## config.mk

```make
export PLATFORM = sky130hd
export DESIGN_NAME = fetch_buffer_flat
export DESIGN_NICKNAME = d
export VERILOG_FILES = /design/src/logic/fetch_pkg.sv /design/src/logic/fetch_if.sv /design/src/logic/fetch_buffer.sv /design/src/flat_wrapper.sv
export SDC_FILE = /design/constraint.sdc
export NUM_CORES = 2
export LEC_CHECK = 0
export BUFFER_PORTS_ARGS = -buffer_cell sky130_fd_sc_hd__buf_2
export CAP_MARGIN = 0
export CORE_MARGIN = 2
export CORE_UTILIZATION = 40
export DETAILED_ROUTE_END_ITERATION = 6
export GPL_ROUTABILITY_DRIVEN = 0
export PLACE_DENSITY = 0.68
export SKIP_LAST_GASP = 1
export SYNTH_ARGS = -nofsm -noshare
export SYNTH_HDL_FRONTEND = slang
export SYNTH_SLANG_ARGS = --single-unit
```

## constraint.sdc

```tcl
create_clock -name clk -period 4.6 [get_ports clk]
set_input_delay 0.69 -clock clk [delete_from_list [all_inputs] [get_ports clk]]
set_output_delay 0.69 -clock clk [all_outputs]
set_load 0.02 [all_outputs]
```

## src/logic/fetch_pkg.sv

```systemverilog
package fetch_pkg;

    // fetch exception codes in check order
    typedef enum logic [1:0] {
        EXC_NONE       = 2'd0,
        EXC_ADEF_ALIGN = 2'd1,
        EXC_ADEF_PLV   = 2'd2
    } excp_code_e;

    typedef enum logic {
        FETCH = 1'b0,
        HALT  = 1'b1
    } fetch_state_e;

    // one queued instruction of 100 bits
    typedef struct packed {
        logic [31:0] pc;
        logic [31:0] ir;
        logic [31:0] npc;
        logic [1:0]  plv;
        excp_code_e  excp;
    } fetch_entry_t;

    localparam logic [1:0] PLV_USER = 2'd3;

    localparam logic [31:0] INST_BYTES = 32'd4;
    localparam logic [31:0] PAIR_BYTES = 32'd8;

    // free entries the buffer needs before another fetch goes out
    localparam int FB_READY_FREE = 4;

endpackage

```

## src/logic/fetch_if.sv

```systemverilog
interface fetch_if import fetch_pkg::*; ();

    logic        valid;
    // both ir_lo and ir_hi hold instructions
    logic        pair;
    logic [31:0] pc;
    logic [31:0] npc;
    logic [31:0] ir_lo;
    logic [31:0] ir_hi;
    logic [1:0]  plv;
    excp_code_e  excp;

    modport mem (
        output valid,
        output pair,
        output pc,
        output npc,
        output ir_lo,
        output ir_hi,
        output plv,
        output excp
    );

    modport buff (
        input valid,
        input pair,
        input pc,
        input npc,
        input ir_lo,
        input ir_hi,
        input plv,
        input excp
    );

endinterface

```

## src/logic/fetch_buffer.sv

```systemverilog
module fetch_buffer import fetch_pkg::*; #(
    parameter int FB_DEPTH = 16
) (
    input  logic         clk,
    input  logic         rst,
    input  logic         flush,
    input  logic         take0,
    input  logic         take1,
    fetch_if.buff        rsp,
    output logic         fetch_ready,
    output fetch_entry_t out0,
    output fetch_entry_t out1,
    output logic         out0_valid,
    output logic         out1_valid
);

    localparam int PW = $clog2(FB_DEPTH);
    localparam logic [PW:0] READY_MAX = (PW + 1)'(FB_DEPTH - FB_READY_FREE);

    fetch_entry_t  q [FB_DEPTH];
    logic [PW-1:0] head;
    logic [PW-1:0] head_p1;
    logic [PW-1:0] tail;
    logic [PW-1:0] tail_p1;
    logic [PW:0]   count;
    logic [1:0]    push_n;
    logic [1:0]    pop_n;
    fetch_entry_t  entry_lo;
    fetch_entry_t  entry_hi;

    // pointers wrap on their own since depth is a power of two
    assign head_p1 = head + 1'b1;
    assign tail_p1 = tail + 1'b1;

    assign push_n = rsp.valid ? (rsp.pair ? 2'd2 : 2'd1) : 2'd0;
    assign pop_n  = take0 ? (take1 ? 2'd2 : 2'd1) : 2'd0;

    assign entry_lo = '{
        pc:   rsp.pc,
        ir:   rsp.ir_lo,
        npc:  rsp.npc,
        plv:  rsp.plv,
        excp: rsp.excp
    };

    // second half of a pair never faults
    assign entry_hi = '{
        pc:   rsp.pc + INST_BYTES,
        ir:   rsp.ir_hi,
        npc:  rsp.npc,
        plv:  rsp.plv,
        excp: EXC_NONE
    };

    always_ff @(posedge clk) begin
        if (rsp.valid && !flush) begin
            q[tail] <= entry_lo;
            if (rsp.pair) begin
                q[tail_p1] <= entry_hi;
            end
        end
    end

    always_ff @(posedge clk) begin
        if (rst || flush) begin
            head  <= '0;
            tail  <= '0;
            count <= '0;
        end else begin
            head  <= head + PW'(pop_n);
            tail  <= tail + PW'(push_n);
            count <= count + (PW + 1)'(push_n) - (PW + 1)'(pop_n);
        end
    end

    assign out0       = q[head];
    assign out1       = q[head_p1];
    assign out0_valid = count != '0;
    assign out1_valid = count > (PW + 1)'(1);

    // room for the pair still in flight from memory
    assign fetch_ready = count <= READY_MAX;

    assert property (@(posedge clk) disable iff (rst)
        take1 |-> take0);

    // decode must only take what it was shown
    assert property (@(posedge clk) disable iff (rst)
        !((take0 && !out0_valid) || (take1 && !out1_valid)));

    assert property (@(posedge clk) disable iff (rst)
        count <= (PW + 1)'(FB_DEPTH));

endmodule

```

## src/flat_wrapper.sv

```systemverilog
// flat-port wrapper written by rule: the top's interface ports become plain ports
module fetch_buffer_flat import fetch_pkg::*;
#(
    parameter int FB_DEPTH = 16
)
  (clk, rst, flush, take0, take1, fetch_ready, out0, out1, out0_valid, out1_valid, rsp_valid, rsp_pair, rsp_pc, rsp_npc, rsp_ir_lo, rsp_ir_hi, rsp_plv, rsp_excp);
  fetch_if rsp_i ();
  input  logic clk;
  input  logic rst;
  input  logic flush;
  input  logic take0;
  input  logic take1;
  output logic fetch_ready;
  output fetch_entry_t out0;
  output fetch_entry_t out1;
  output logic out0_valid;
  output logic out1_valid;
  input wire logic [$bits(rsp_i.valid)-1:0] rsp_valid;
  input wire logic [$bits(rsp_i.pair)-1:0] rsp_pair;
  input wire logic [$bits(rsp_i.pc)-1:0] rsp_pc;
  input wire logic [$bits(rsp_i.npc)-1:0] rsp_npc;
  input wire logic [$bits(rsp_i.ir_lo)-1:0] rsp_ir_lo;
  input wire logic [$bits(rsp_i.ir_hi)-1:0] rsp_ir_hi;
  input wire logic [$bits(rsp_i.plv)-1:0] rsp_plv;
  input wire logic [$bits(rsp_i.excp)-1:0] rsp_excp;
  assign rsp_i.valid = rsp_valid;
  assign rsp_i.pair = rsp_pair;
  assign rsp_i.pc = rsp_pc;
  assign rsp_i.npc = rsp_npc;
  assign rsp_i.ir_lo = rsp_ir_lo;
  assign rsp_i.ir_hi = rsp_ir_hi;
  assign rsp_i.plv = rsp_plv;
  assign rsp_i.excp = rsp_excp;
  fetch_buffer #(.FB_DEPTH(FB_DEPTH)) u_core (.clk(clk), .rst(rst), .flush(flush), .take0(take0), .take1(take1), .rsp(rsp_i), .fetch_ready(fetch_ready), .out0(out0), .out1(out1), .out0_valid(out0_valid), .out1_valid(out1_valid));
endmodule
```

==> results_dict.tcl <==
set metrics [dict create \
    grt_use_total_pct 27.4 \
    synth_area_um2 92300 \
    synth-warning-count 0 \
    yosys.area.top_type "edfxtp_1" \
    ys.flop_type "edfxtp_1" \
    grt-busiest-layer "met2" \
    gr-total-overflow 0 \
    rsz0062_at_grt "true" \
    synth.net_count 7122 \
    dr.first_iter.drc_count 11000 \
    drc_errors 16 \
    worst_pin_slew_ns 1.46 \
    slew-limit-headroom_pct 2.09 \
    drtPass1Iterations 7 \
    path_cells "ha_4 -> buf_12 -> buf_12 -> mux4_2 -> mux4_2 -> buf_2" \
    wl_per_cell_um 33.3 \
    synthTopCellsByArea "edfxtp_1 (51%), mux4_2 (17%), a22o_1 (5.3%), and2_1 (4.0%), mux2i_1 (3.3%)" \
    drv_slew 0 \
    core_um2 230000 \
    total_leakage_power_uw 0.0329 \
    antenna_found_initial 68 \
    crit_type "flop to primary output" \
    vias_per_cell 6.84 \
    path_clk_slew_ns 0.07 \
    avgSynthCellArea_um2 13.2 \
    max-clock-path-buffers 3 \
    fin_nets 6916 \
    synthArstFlopShare_pct 0 \
    status "finished, violations left" \
    rows 176 \
    required_ns 3.91 \
    use_met1_pct 34.9 \
    cts_root_buf "clkbuf_16" \
    finalPower_uw 32700 \
    synth_cell_types 64 \
    grt_util_met2_pct 41.5 \
    ys_seq_area_share_pct 52.0 \
    cts_buffers 174 \
    hp-class "input pin to flop" \
    powerDensity_nw_per_um2 322 \
    finalWorstPathRequiredPeriod_ns 4.55 \
    die_h_um 484 \
    grt_max_degree 115 \
    hold_viol_final 0 \
    arrival_ns 3.86 \
    insertion_delay_ns 0.85 \
    port_buffers 341 \
    cts_sinks 1613 \
    grt_pass1_vias 65500 \
    routed_wl_um 332000 \
    cap_violations 0 \
    grt_pass1_wl_um 470000 \
    pin_count 342 \
    fillers 20200 \
    synth_common_cells "edfxtp_1 (1568), mux4_2 (700), and2_1 (592), nand2_1 (588), a22o_1 (561)" \
    violations "DRC" \
    skew_ns 0.0301 \
    fin_util_pct 44.3 \
    timing.fmax_ghz 0.220 \
    cp-start-kind "flop" \
    critPathTopFamily "multiplexers" \
    use_met3_pct 8.69 \
    die_w_um 484 \
    finalSetupViolCount 0 \
    synth-edff-count 1568 \
    peakVddDrop_mv 0.355 \
    cp_slowest_stage_delay_ns 0.72 \
    synthCells 6964 \
    h-tree-depth 4 \
    start_util_pct 40.2 \
    ant_nets 0 \
    syn2layout_area_growth_pct 10.3 \
    synth_most_common_cell "edfxtp_1" \
    crit_buf_inv 3 \
    cts_tree "done" \
    critPathMaxFanout 43 \
    cts_setup_buffers 0 \
    ys_ff_latch 1613 \
    dieArea_um2 235000 \
    drive_gt1_share_pct 24.0 \
    cp_slowest_cell "dfxtp_4" \
    end_kind "primary output" \
    dp_hpwl_um 183000 \
    num_vias 68200 \
    fin_crit_sh_pct 99.0 \
    synth_top_area_share_pct 51.0 \
]
-- state kept, by name (all words and copies together) (netlist names) --
register / cells
u_core.q: 1600
u_core.count: 5
u_core.head: 4
u_core.tail: 4
-- where the power goes --
group	internal, uW	switching [uW]	leakage, uW
sequential	16100	75.7	0.0156
clock	7610	6190	0.00265
combinational	1050	1730	0.0146
total	24700	8000	0.0329
-- metal layers --
metal	vias to the layer above	share of wire (%)
li1	27200	-
met1	34200	35
met2	5631	45
met3	1161	14
met4	36	6.1
met5	-	0.071
-- layout by cell type (no fill, tap or decap), types with 142 or more instances in the layout --
master / n
mux2i_1: 300
nand2_1: 586
edfxtp_1: 1568
a31oi_1: 233
o21ai_0: 458
mux4_2: 700
clkbuf_16: 179
a21oi_1: 358
buf_4: 142
and2_1: 591
a22o_1: 561
buf_2: 341
-- worst reg2reg max path, stage by stage, from the launching register on --
cell and delay (ns):
dfxtp_1 0.55, nor2b_1 0.59, nand2_1 0.42, nor2_4 0.21, buf_4 0.59, buf_4 0.76, a21oi_1 0.18, a31oi_1 0.17
-- metrics by stage --
stage	TNS, ns	hold slack (ns)	setup slack (ns)	instances	cell area, um^2
CTS	0	0.251	0.0190	9923	102000
global placement	0	0.469	0.967	9608	96200
detailed placement	0	0.478	0.928	9608	96200
floorplan	0	0.453	1.20	6964	92300
finish	0	0.279	0.0480	9969	102000
global route	-0.0192	0.284	-0.0112	9945	102000
-- area by class of cell --
type                            count  area [um^2]  area share (%)
Clock buffer                      215         4630            4.56
Clock inverter                    100          777           0.764
Timing Repair Buffer              531         3710            3.65
Multi-Input combinational cell   4407        40500            39.8
Sequential cell                  1613        48000            47.2
Tap cell                         3026         3790            3.72
Antenna cell                       46          115           0.113
Inverter                           31          236           0.232
-- worst paths after layout --
kind,startpoint,cells past startpoint,slack (ns),end
hold reg to reg,u_core.q[13][1]$_SDFFE_PP0N_,1,0.50,u_core.q[13][1]$_SDFFE_PP0N_
setup / recovery,u_core.head[0]$_SDFF_PP0_,6,0.05,out1[21]
setup reg to reg,u_core.tail[0]$_SDFF_PP0_,7,0.96,u_core.q[7][92]$_DFFE_PP_
hold / removal,rsp_pc[17],2,0.28,u_core.q[0][85]$_DFFE_PP_
-- cells by family (layout without fill, tap and decap cells) --
kind of cell,after synthesis,in the layout,synth area share [%]
buffers and inverters,944,877,4.38
muxes,1100,1100,21.6
other,0,46,0
xor gates and xnor gates,14,14,0.133
adders and majority gates,19,19,0.290
AOI/OAI and AO/OA,1887,1887,13.7
DFF,1613,1613,52.0
and+or+nand+nor,1387,1387,7.90
-- what timing repair did --
action                                  4_1_cts  5_1_grt
hold endpoints to repair                      0        0
gates resized for setup                       0        4
endpoints found under the setup margin        0       24
hold buffers                                  0        0
Power figures use the tool's default switching activity.
