--- src/logic/fetch_pkg.sv ---
package fetch_pkg;

    // fetch exception codes in check order
    typedef enum logic [1:0] {
        EXC_NONE       = 2'd0,
        EXC_ADEF_ALIGN = 2'd1,
        EXC_ADEF_PLV   = 2'd2
    } excp_code_e;

    typedef enum logic {
        FETCH = 1'b0,
        HALT  = 1'b1
    } fetch_state_e;

    // one queued instruction of 100 bits
    typedef struct packed {
        logic [31:0] pc;
        logic [31:0] ir;
        logic [31:0] npc;
        logic [1:0]  plv;
        excp_code_e  excp;
    } fetch_entry_t;

    localparam logic [1:0] PLV_USER = 2'd3;

    localparam logic [31:0] INST_BYTES = 32'd4;
    localparam logic [31:0] PAIR_BYTES = 32'd8;

    // free entries the buffer needs before another fetch goes out
    localparam int FB_READY_FREE = 4;

endpackage

--- src/logic/pc_gen.sv ---
module pc_gen import fetch_pkg::*; #(
    parameter logic [31:0] RESET_PC = 32'h0000_0000
) (
    input  logic        clk,
    input  logic        rst,
    input  logic        flush,
    input  logic [31:0] flush_pc,
    input  logic [1:0]  plv,
    input  logic        fetch_ready,
    output logic        req,
    output logic [31:0] req_pc,
    output logic [1:0]  req_plv,
    output excp_code_e  req_excp
);

    fetch_state_e state;
    logic [31:0]  pc;
    logic [31:0]  next_pc;

    // a pair from an even word, a single from an odd one
    assign next_pc = pc[2] ? pc + INST_BYTES : pc + PAIR_BYTES;

    // alignment wins over privilege
    always_comb begin
        if (pc[1:0] != 2'b00) begin
            req_excp = EXC_ADEF_ALIGN;
        end else if (plv == PLV_USER && pc[31]) begin
            req_excp = EXC_ADEF_PLV;
        end else begin
            req_excp = EXC_NONE;
        end
    end

    assign req     = state == FETCH && fetch_ready && !flush;
    assign req_pc  = pc;
    assign req_plv = plv;

    always_ff @(posedge clk) begin
        if (rst) begin
            state <= FETCH;
            pc    <= RESET_PC;
        end else if (flush) begin
            state <= FETCH;
            pc    <= flush_pc;
        end else if (req) begin
            if (req_excp != EXC_NONE) begin
                state <= HALT;
            end else begin
                pc <= next_pc;
            end
        end
    end

    // one faulting fetch, then silence until redirected
    assert property (@(posedge clk) disable iff (rst)
        req && req_excp != EXC_NONE |=> !req);

endmodule

--- config.mk ---
export PLATFORM = sky130hd
export DESIGN_NAME = pc_gen
export DESIGN_NICKNAME = d
export VERILOG_FILES = /design/src/logic/fetch_pkg.sv /design/src/logic/pc_gen.sv
export SDC_FILE = /design/constraint.sdc
export NUM_CORES = 1
export LEC_CHECK = 0
export CORE_ASPECT_RATIO = 1.75
export CORE_MARGIN = 1.5
export CORE_UTILIZATION = 40
export DETAILED_ROUTE_END_ITERATION = 10
export DONT_BUFFER_PORTS = 1
export PLACE_DENSITY = 0.58
export SYNTH_ARGS = -nofsm -noshare
export SYNTH_HDL_FRONTEND = slang
export SYNTH_SLANG_ARGS = --single-unit
--- constraint.sdc ---
create_clock -name clk -period 2.2 [get_ports clk]
set_input_delay 0.44 -clock clk [delete_from_list [all_inputs] [get_ports clk]]
set_output_delay 0.44 -clock clk [all_outputs]
set_load 0.01 [all_outputs]
==> flow_summary.json, run 1 <==
{
  "synth_cell_types": 41,
  "synthCells": 256,
  "clock_sink_count": 33,
  "gp_congestion": 0.842,
  "io_pins": 75,
  "grt_pass1_vias": 1934,
  "crit_type": "flip-flop to flip-flop",
  "ys_top_cells_by_area": "dfxtp_1 (33%), nand3_1 (5.6%), nor2_1 (5.3%), a211oi_1 (4.2%), a311oi_1 (3.5%)",
  "clock_latency_ps": 290,
  "leakagePower_nw": 0.825,
  "cts_resized": 0,
  "synth-seq-area-share_pct": 33.3,
  "hold_path_class": "primary input to flip-flop",
  "cpLargestDelayFamily": "simple AND/OR/NAND/NOR gates",
  "drtIter0Drc": 98,
  "cp_slowest_cell": "or4_1",
  "slowest_delay_ps": 580,
  "avgSynthCellArea_um2": 7.75,
  "ys_warn_count": 0,
  "vdd_ir_drop_max_uv": 757,
  "ctsHoldBuffers": 0,
  "antenna_found_initial": 0,
  "setup_violations": 0,
  "synth_seq_cells": 33,
  "vias_per_cell": 6.32,
  "post_drt_wl_per_cell_um": 18.2,
  "outcome": "finished clean",
  "period_share_pct": 92.9,
  "synth_area_um2": 1980,
  "finalPower_mw": 1.50,
  "synth_top_area_share_pct": 33.3,
  "start_kind": "flip-flop",
  "grt_util_all_layers_pct": 22.3,
  "finalCriticalPeriod_ps": 2040,
  "wl_um": 5970,
  "synth_edf_count": 0,
  "drc": 0,
  "area_delta_synth_final_pct": 17.0,
  "worst_slew_pin_slew_ps": 411,
  "fp.dieH_um": 96.1,
  "synth_fp_nets": 295,
  "hold_violations": 0,
  "max_cap_viol_count": 0,
  "rsz0062_at_grt": "false",
  "final_nets": 314,
  "endpoint_kind": "flip-flop",
  "ant_nets": 0,
  "cp.arrival_ps": 2230,
  "path_cells": "a311o_1 -> or4_1 -> or4_1 -> a311oi_1",
  "drive_gt1_share_pct": 15.2,
  "synth_top_area_cell": "dfxtp_1",
  "finalMaxSlewViolations": 0,
  "pwr_density_cell_nw_per_um2": 644,
  "cp_common_cell": "or4_1",
  "fin_skew_ps": 9.32,
  "cts_setup_buffers": 0,
  "grt_start_max_net_pins": 40,
  "portBuffers": 0,
  "setup_tns_ps": 0,
  "htree_levels": 2,
  "clk_pin_slew_worst_paths_ps": 70,
  "clockBufferDepth": 2,
  "diodes": 0,
  "required_ps": 2390,
  "crit_buf_inv": 0,
  "final_cell_mix": "dfxtp_1 (33), buf_4 (32), nor2_1 (28)",
  "final_common_cell": "dfxtp_1",
  "async_flop_share_pct": 0,
  "numCtsBuffers": 5,
  "fmax_ghz": 0.489,
  "timing.hold.ws_ps": 229,
  "num_rows": 33,
  "die-area_um2": 5410,
  "cts-root-buf": "clkbuf_8",
  "start_util_pct": 42.1,
  "slew_headroom_pct": 72.5,
  "first_pass_iters": 5,
  "cp_max_fo": 9,
  "cts_tree": "built",
  "grt_remaining_overflow": 0,
  "fillers": 502,
  "dp_hpwl_um": 4520,
  "synthFlopType": "dfxtp_1",
  "num_vias": 2074,
  "fp.coreArea_um2": 4710,
  "die_w_um": 56.2,
  "grt_pass1_wl_um": 9500
}
cells by family (layout without fill, tap and decap cells):
kind of cell    count (synthesis)  after routing  share of synthesized area [%]
simple gates                  124            124                           33.4
compound gates                 58             58                           22.0
flops                          33             33                           33.3
buf+inv                        30             50                           6.12
xor+xnor                        8              8                           3.53
mux                             2              2                           1.01
fa+ha+maj                       1              1                          0.631
area by class of cell:
| cell class | count | area [um2] | share of cell area (%) |
|---|---|---|---|
| Sequential cell | 33 | 661 | 28.5 |
| Clock inverter | 1 | 30.0 | 1.29 |
| Tap cell | 52 | 65.1 | 2.80 |
| Clock buffer | 7 | 86.3 | 3.72 |
| Timing Repair Buffer | 32 | 240 | 10.4 |
| Inverter | 10 | 37.5 | 1.62 |
| Multi-Input combinational cell | 193 | 1200 | 51.8 |
registers in the layout, summed over array words and instances (netlist names):
signal and cells:
req_pc 32, state 1
synth_stat cells (3+ instances only):
cell and instances:
nor3b_1 3, nor3_1 9, o21ai_0 6, nand3_1 22, a211oi_1 11, inv_1 9, nand2_1 16, and3_1 4
xnor2_1 5, dfxtp_1 33, clkbuf_1 15, o31ai_1 7, a311oi_1 8, nand4_1 9, nand4b_1 3, nor2_1 28
nor4_1 10, o21bai_1 3, a21oi_1 9, and4_1 6, o31a_1 3, xor2_1 3, or4_1 8
path summary, 6_finish.rpt:
kind	start	endpoint	slack, ps	depth (start not counted)
setup / recovery	req_pc[1]$_SDFFE_PP0P_	req_pc[25]$_SDFFE_PP0P_	160	4
hold reg to reg	state$_SDFFE_PP0P_	state$_SDFFE_PP0P_	520	2
hold / removal	rst	req_pc[22]$_SDFFE_PP0P_	230	1
setup reg to reg	req_pc[1]$_SDFFE_PP0P_	req_pc[25]$_SDFFE_PP0P_	160	4
power by group:
group	internal, mW	switching (mW)
sequential	0.640	0.0485
clock	0.369	0.221
combinational	0.0980	0.119
per-layer routing:
layer	track usage (%)	part of all wire [%]	wire [um]	vias up
li1	-	-	-	1024
met1	24.5	40	2380	973
met2	41.2	53	3170	68
met3	5.38	5.5	328	9
met4	8.13	1.7	99	0
met5	0	0	0	-
metrics by stage:
| stage | worst slack, ps | std cells | utilization, % | cell area (um2) |
|---|---|---|---|---|
| after floorplan | 55.2 | 256 | - | 1990 |
| after global placement | 29.7 | 320 | 46.8 | 2200 |
| after detailed placement | 13.7 | 320 | 46.8 | 2200 |
| after CTS | 174 | 328 | 49.3 | 2320 |
| after global routing | 2.91 | 328 | 49.3 | 2320 |
| final | 157 | 328 | 49.3 | 2320 |
(Power assumes the default switching activity.)
==> inputs of run 2 (changes only) <==
- CORE_UTILIZATION: 40 -> 30
- PLACE_DENSITY: 0.58 -> 0.47
==> run 2 against run 1 <==
Net effect:
- clock skew shrank 2.6 ps
- final cell count up 9.8%
- die area up 32%
- maximum frequency rose by 1.2%
- non-clock buffer count up 3
- first-iteration DRC count decreased by 7.1%
- clock-buffer cell count did not move
- routed wire length is 12% higher
- sequential share of layout area shrank 1.1 points
- highest routed layer unchanged
==> flow_summary.json, run 2 (synthesis gave the netlist of run 1 again) <==
{
  "p_comb_share_pct": 14.1,
  "max_cap_viol_count": 0,
  "diodes": 0,
  "cp_common_cell": "o31a_1",
  "slew_headroom_pct": 75.4,
  "start_kind": "flip-flop",
  "cts-root-buf": "clkbuf_16",
  "io_pins": 75,
  "hold_violations": 0,
  "finalPower_mw": 1.62,
  "power_switching_mw": 0.430,
  "antenna_found_initial": 0,
  "area_delta_synth_final_pct": 21.6,
  "hold_path_class": "primary input to flip-flop",
  "outcome": "finished clean",
  "fillers": 733,
  "ant_nets": 0,
  "cts_setup_buffers": 0,
  "setup_tns_ps": 0,
  "post_drt_wl_per_cell_um": 18.5,
  "gp_congestion": 0.799,
  "dp_hpwl_um": 5100,
  "rrSetupSlack_ps": 180,
  "final_common_cell": "buf_4",
  "met1_usage_pct": 21.1,
  "startpoint": "req_pc[1]$_SDFFE_PP0P_",
  "drtIter0Drc": 91,
  "htree_levels": 2,
  "setup_violations": 0,
  "ctsHoldBuffers": 0,
  "drive_gt1_share_pct": 16.2,
  "start_util_pct": 30.8,
  "utilization_pct": 37.5,
  "pwr_density_cell_nw_per_um2": 670,
  "use_met3_pct": 5.91,
  "cp_max_fo": 8,
  "cp_slowest_cell": "or4_1",
  "finalCriticalPeriod_ps": 2020,
  "path_cells": "a311o_1 -> or4_1 -> buf_4 -> o31a_1 -> o31a_1",
  "wl_um": 6670,
  "grt_util_all_layers_pct": 19.6,
  "cp.arrival_ps": 2190,
  "grtUsageMet2_pct": 35.0,
  "largest_register_ffs": 32,
  "numCtsBuffers": 5,
  "grt_pass1_wl_um": 10700,
  "clock_latency_ps": 280,
  "final_cell_area_um2": 2410,
  "seqPwrFrac_pct": 42.3,
  "portBuffers": 0,
  "crit_type": "flip-flop to flip-flop",
  "grt_most_used_layer": "met2",
  "first_pass_iters": 4,
  "grt_pass1_vias": 2021,
  "grt_remaining_overflow": 0,
  "worstReg2RegEnd": "req_pc[21]$_SDFFE_PP0P_",
  "rsz0062_at_grt": "false",
  "placed_area_um2": 2260,
  "die_w_um": 64.5,
  "final_nets": 317,
  "clock_power_share_pct": 43.6,
  "vias_per_cell": 5.63,
  "cts_resized": 0,
  "fmax_ghz": 0.495,
  "period_share_pct": 91.7,
  "internal_power_mw": 1.19,
  "r2r_cells": 5,
  "num_vias": 2028,
  "die-area_um2": 7130,
  "final_cell_mix": "buf_4 (35), dfxtp_1 (33), nor2_1 (28)",
  "drc": 0,
  "clockBufferDepth": 2,
  "worst_slew_pin_slew_ps": 365,
  "reg2reg_from": "req_pc[1]$_SDFFE_PP0P_",
  "fin_skew_ps": 6.70,
  "fp.coreArea_um2": 6440,
  "grt_start_max_net_pins": 40,
  "slowest_delay_ps": 580,
  "num_rows": 39,
  "cts_tree": "built",
  "cp-endpoint": "req_pc[21]$_SDFFE_PP0P_",
  "endpoint_kind": "flip-flop",
  "fp.dieH_um": 111,
  "finalMaxSlewViolations": 0,
  "required_ps": 2380,
  "switching_share_pct": 26.6,
  "clock_sink_count": 33,
  "clk_pin_slew_worst_paths_ps": 60,
  "vdd_ir_drop_max_uv": 291,
  "leakagePower_nw": 0.850
}
[run 2: cell types whose count changed in the layout (fill, tap and decap cells not counted)]
cell	delta
nand3_2	+1
nand3_1	-1
clkbuf_16	+5
clkbuf_8	-5
buf_4	+3
bufinv_16	-1
[run 2: area by class of cell]
| class | instances | area, um2 | share of cell area (%) |
|---|---|---|---|
| Clock buffer | 7 | 143 | 5.91 |
| Multi-Input combinational cell | 193 | 1210 | 50.0 |
| Timing Repair Buffer | 35 | 263 | 10.9 |
| Inverter | 10 | 37.5 | 1.56 |
| Tap cell | 82 | 103 | 4.25 |
| Sequential cell | 33 | 661 | 27.4 |
[run 2: routing by layer]
metal | wire length (um) | vias to the layer above
met3 | 347 | 11
met2 | 3580 | 50
met1 | 2600 | 946
li1 | - | 1021
met4 | 140 | 0
met5 | 0 | -
[run 2: worst max-delay path: cells and delay by family, from the launching register on]
| kind | cells | cell delay (ps) |
|---|---|---|
| buffers and inverters | 1 | 230 |
| AND/OR/NAND/NOR | 1 | 580 |
| flip-flops | 1 | 310 |
| AO/OA/AOI/OAI | 3 | 800 |
[run 2: through the flow]
step	instances	setup WS [ps]	hold slack, ps
final	360	182	237
after global routing	360	97.2	220
after CTS	360	144	222
after detailed placement	353	4.07	502
after global placement	353	24.4	492
after floorplan	256	55.2	491
[run 2: how the worst min path moves through the flow]
stage                                      start                      end  slack (ps)  cells after the start
after floorplan               state$_SDFFE_PP0P_       state$_SDFFE_PP0P_         490                      2
after detailed placement      state$_SDFFE_PP0P_       state$_SDFFE_PP0P_         500                      2
final                                        rst  req_pc[22]$_SDFFE_PP0P_         240                      1
after global placement    req_pc[4]$_SDFFE_PP0P_   req_pc[4]$_SDFFE_PP0P_         490                      2
after CTS                                    rst  req_pc[14]$_SDFFE_PP0P_         220                      1
after global routing                         rst   req_pc[2]$_SDFFE_PP0P_         220                      1
[run 2: power by group through the flow]
stage          clock network (mW)  registers [mW]  logic (mW)
3_5_place_dp                    0           0.698       0.231
4_1_cts                     0.726           0.685       0.231
2_1_floorplan                   0           0.718       0.137
6_report                    0.704           0.684       0.228
5_1_grt                     0.758           0.691       0.253
3_3_place_gp                    0           0.697       0.229
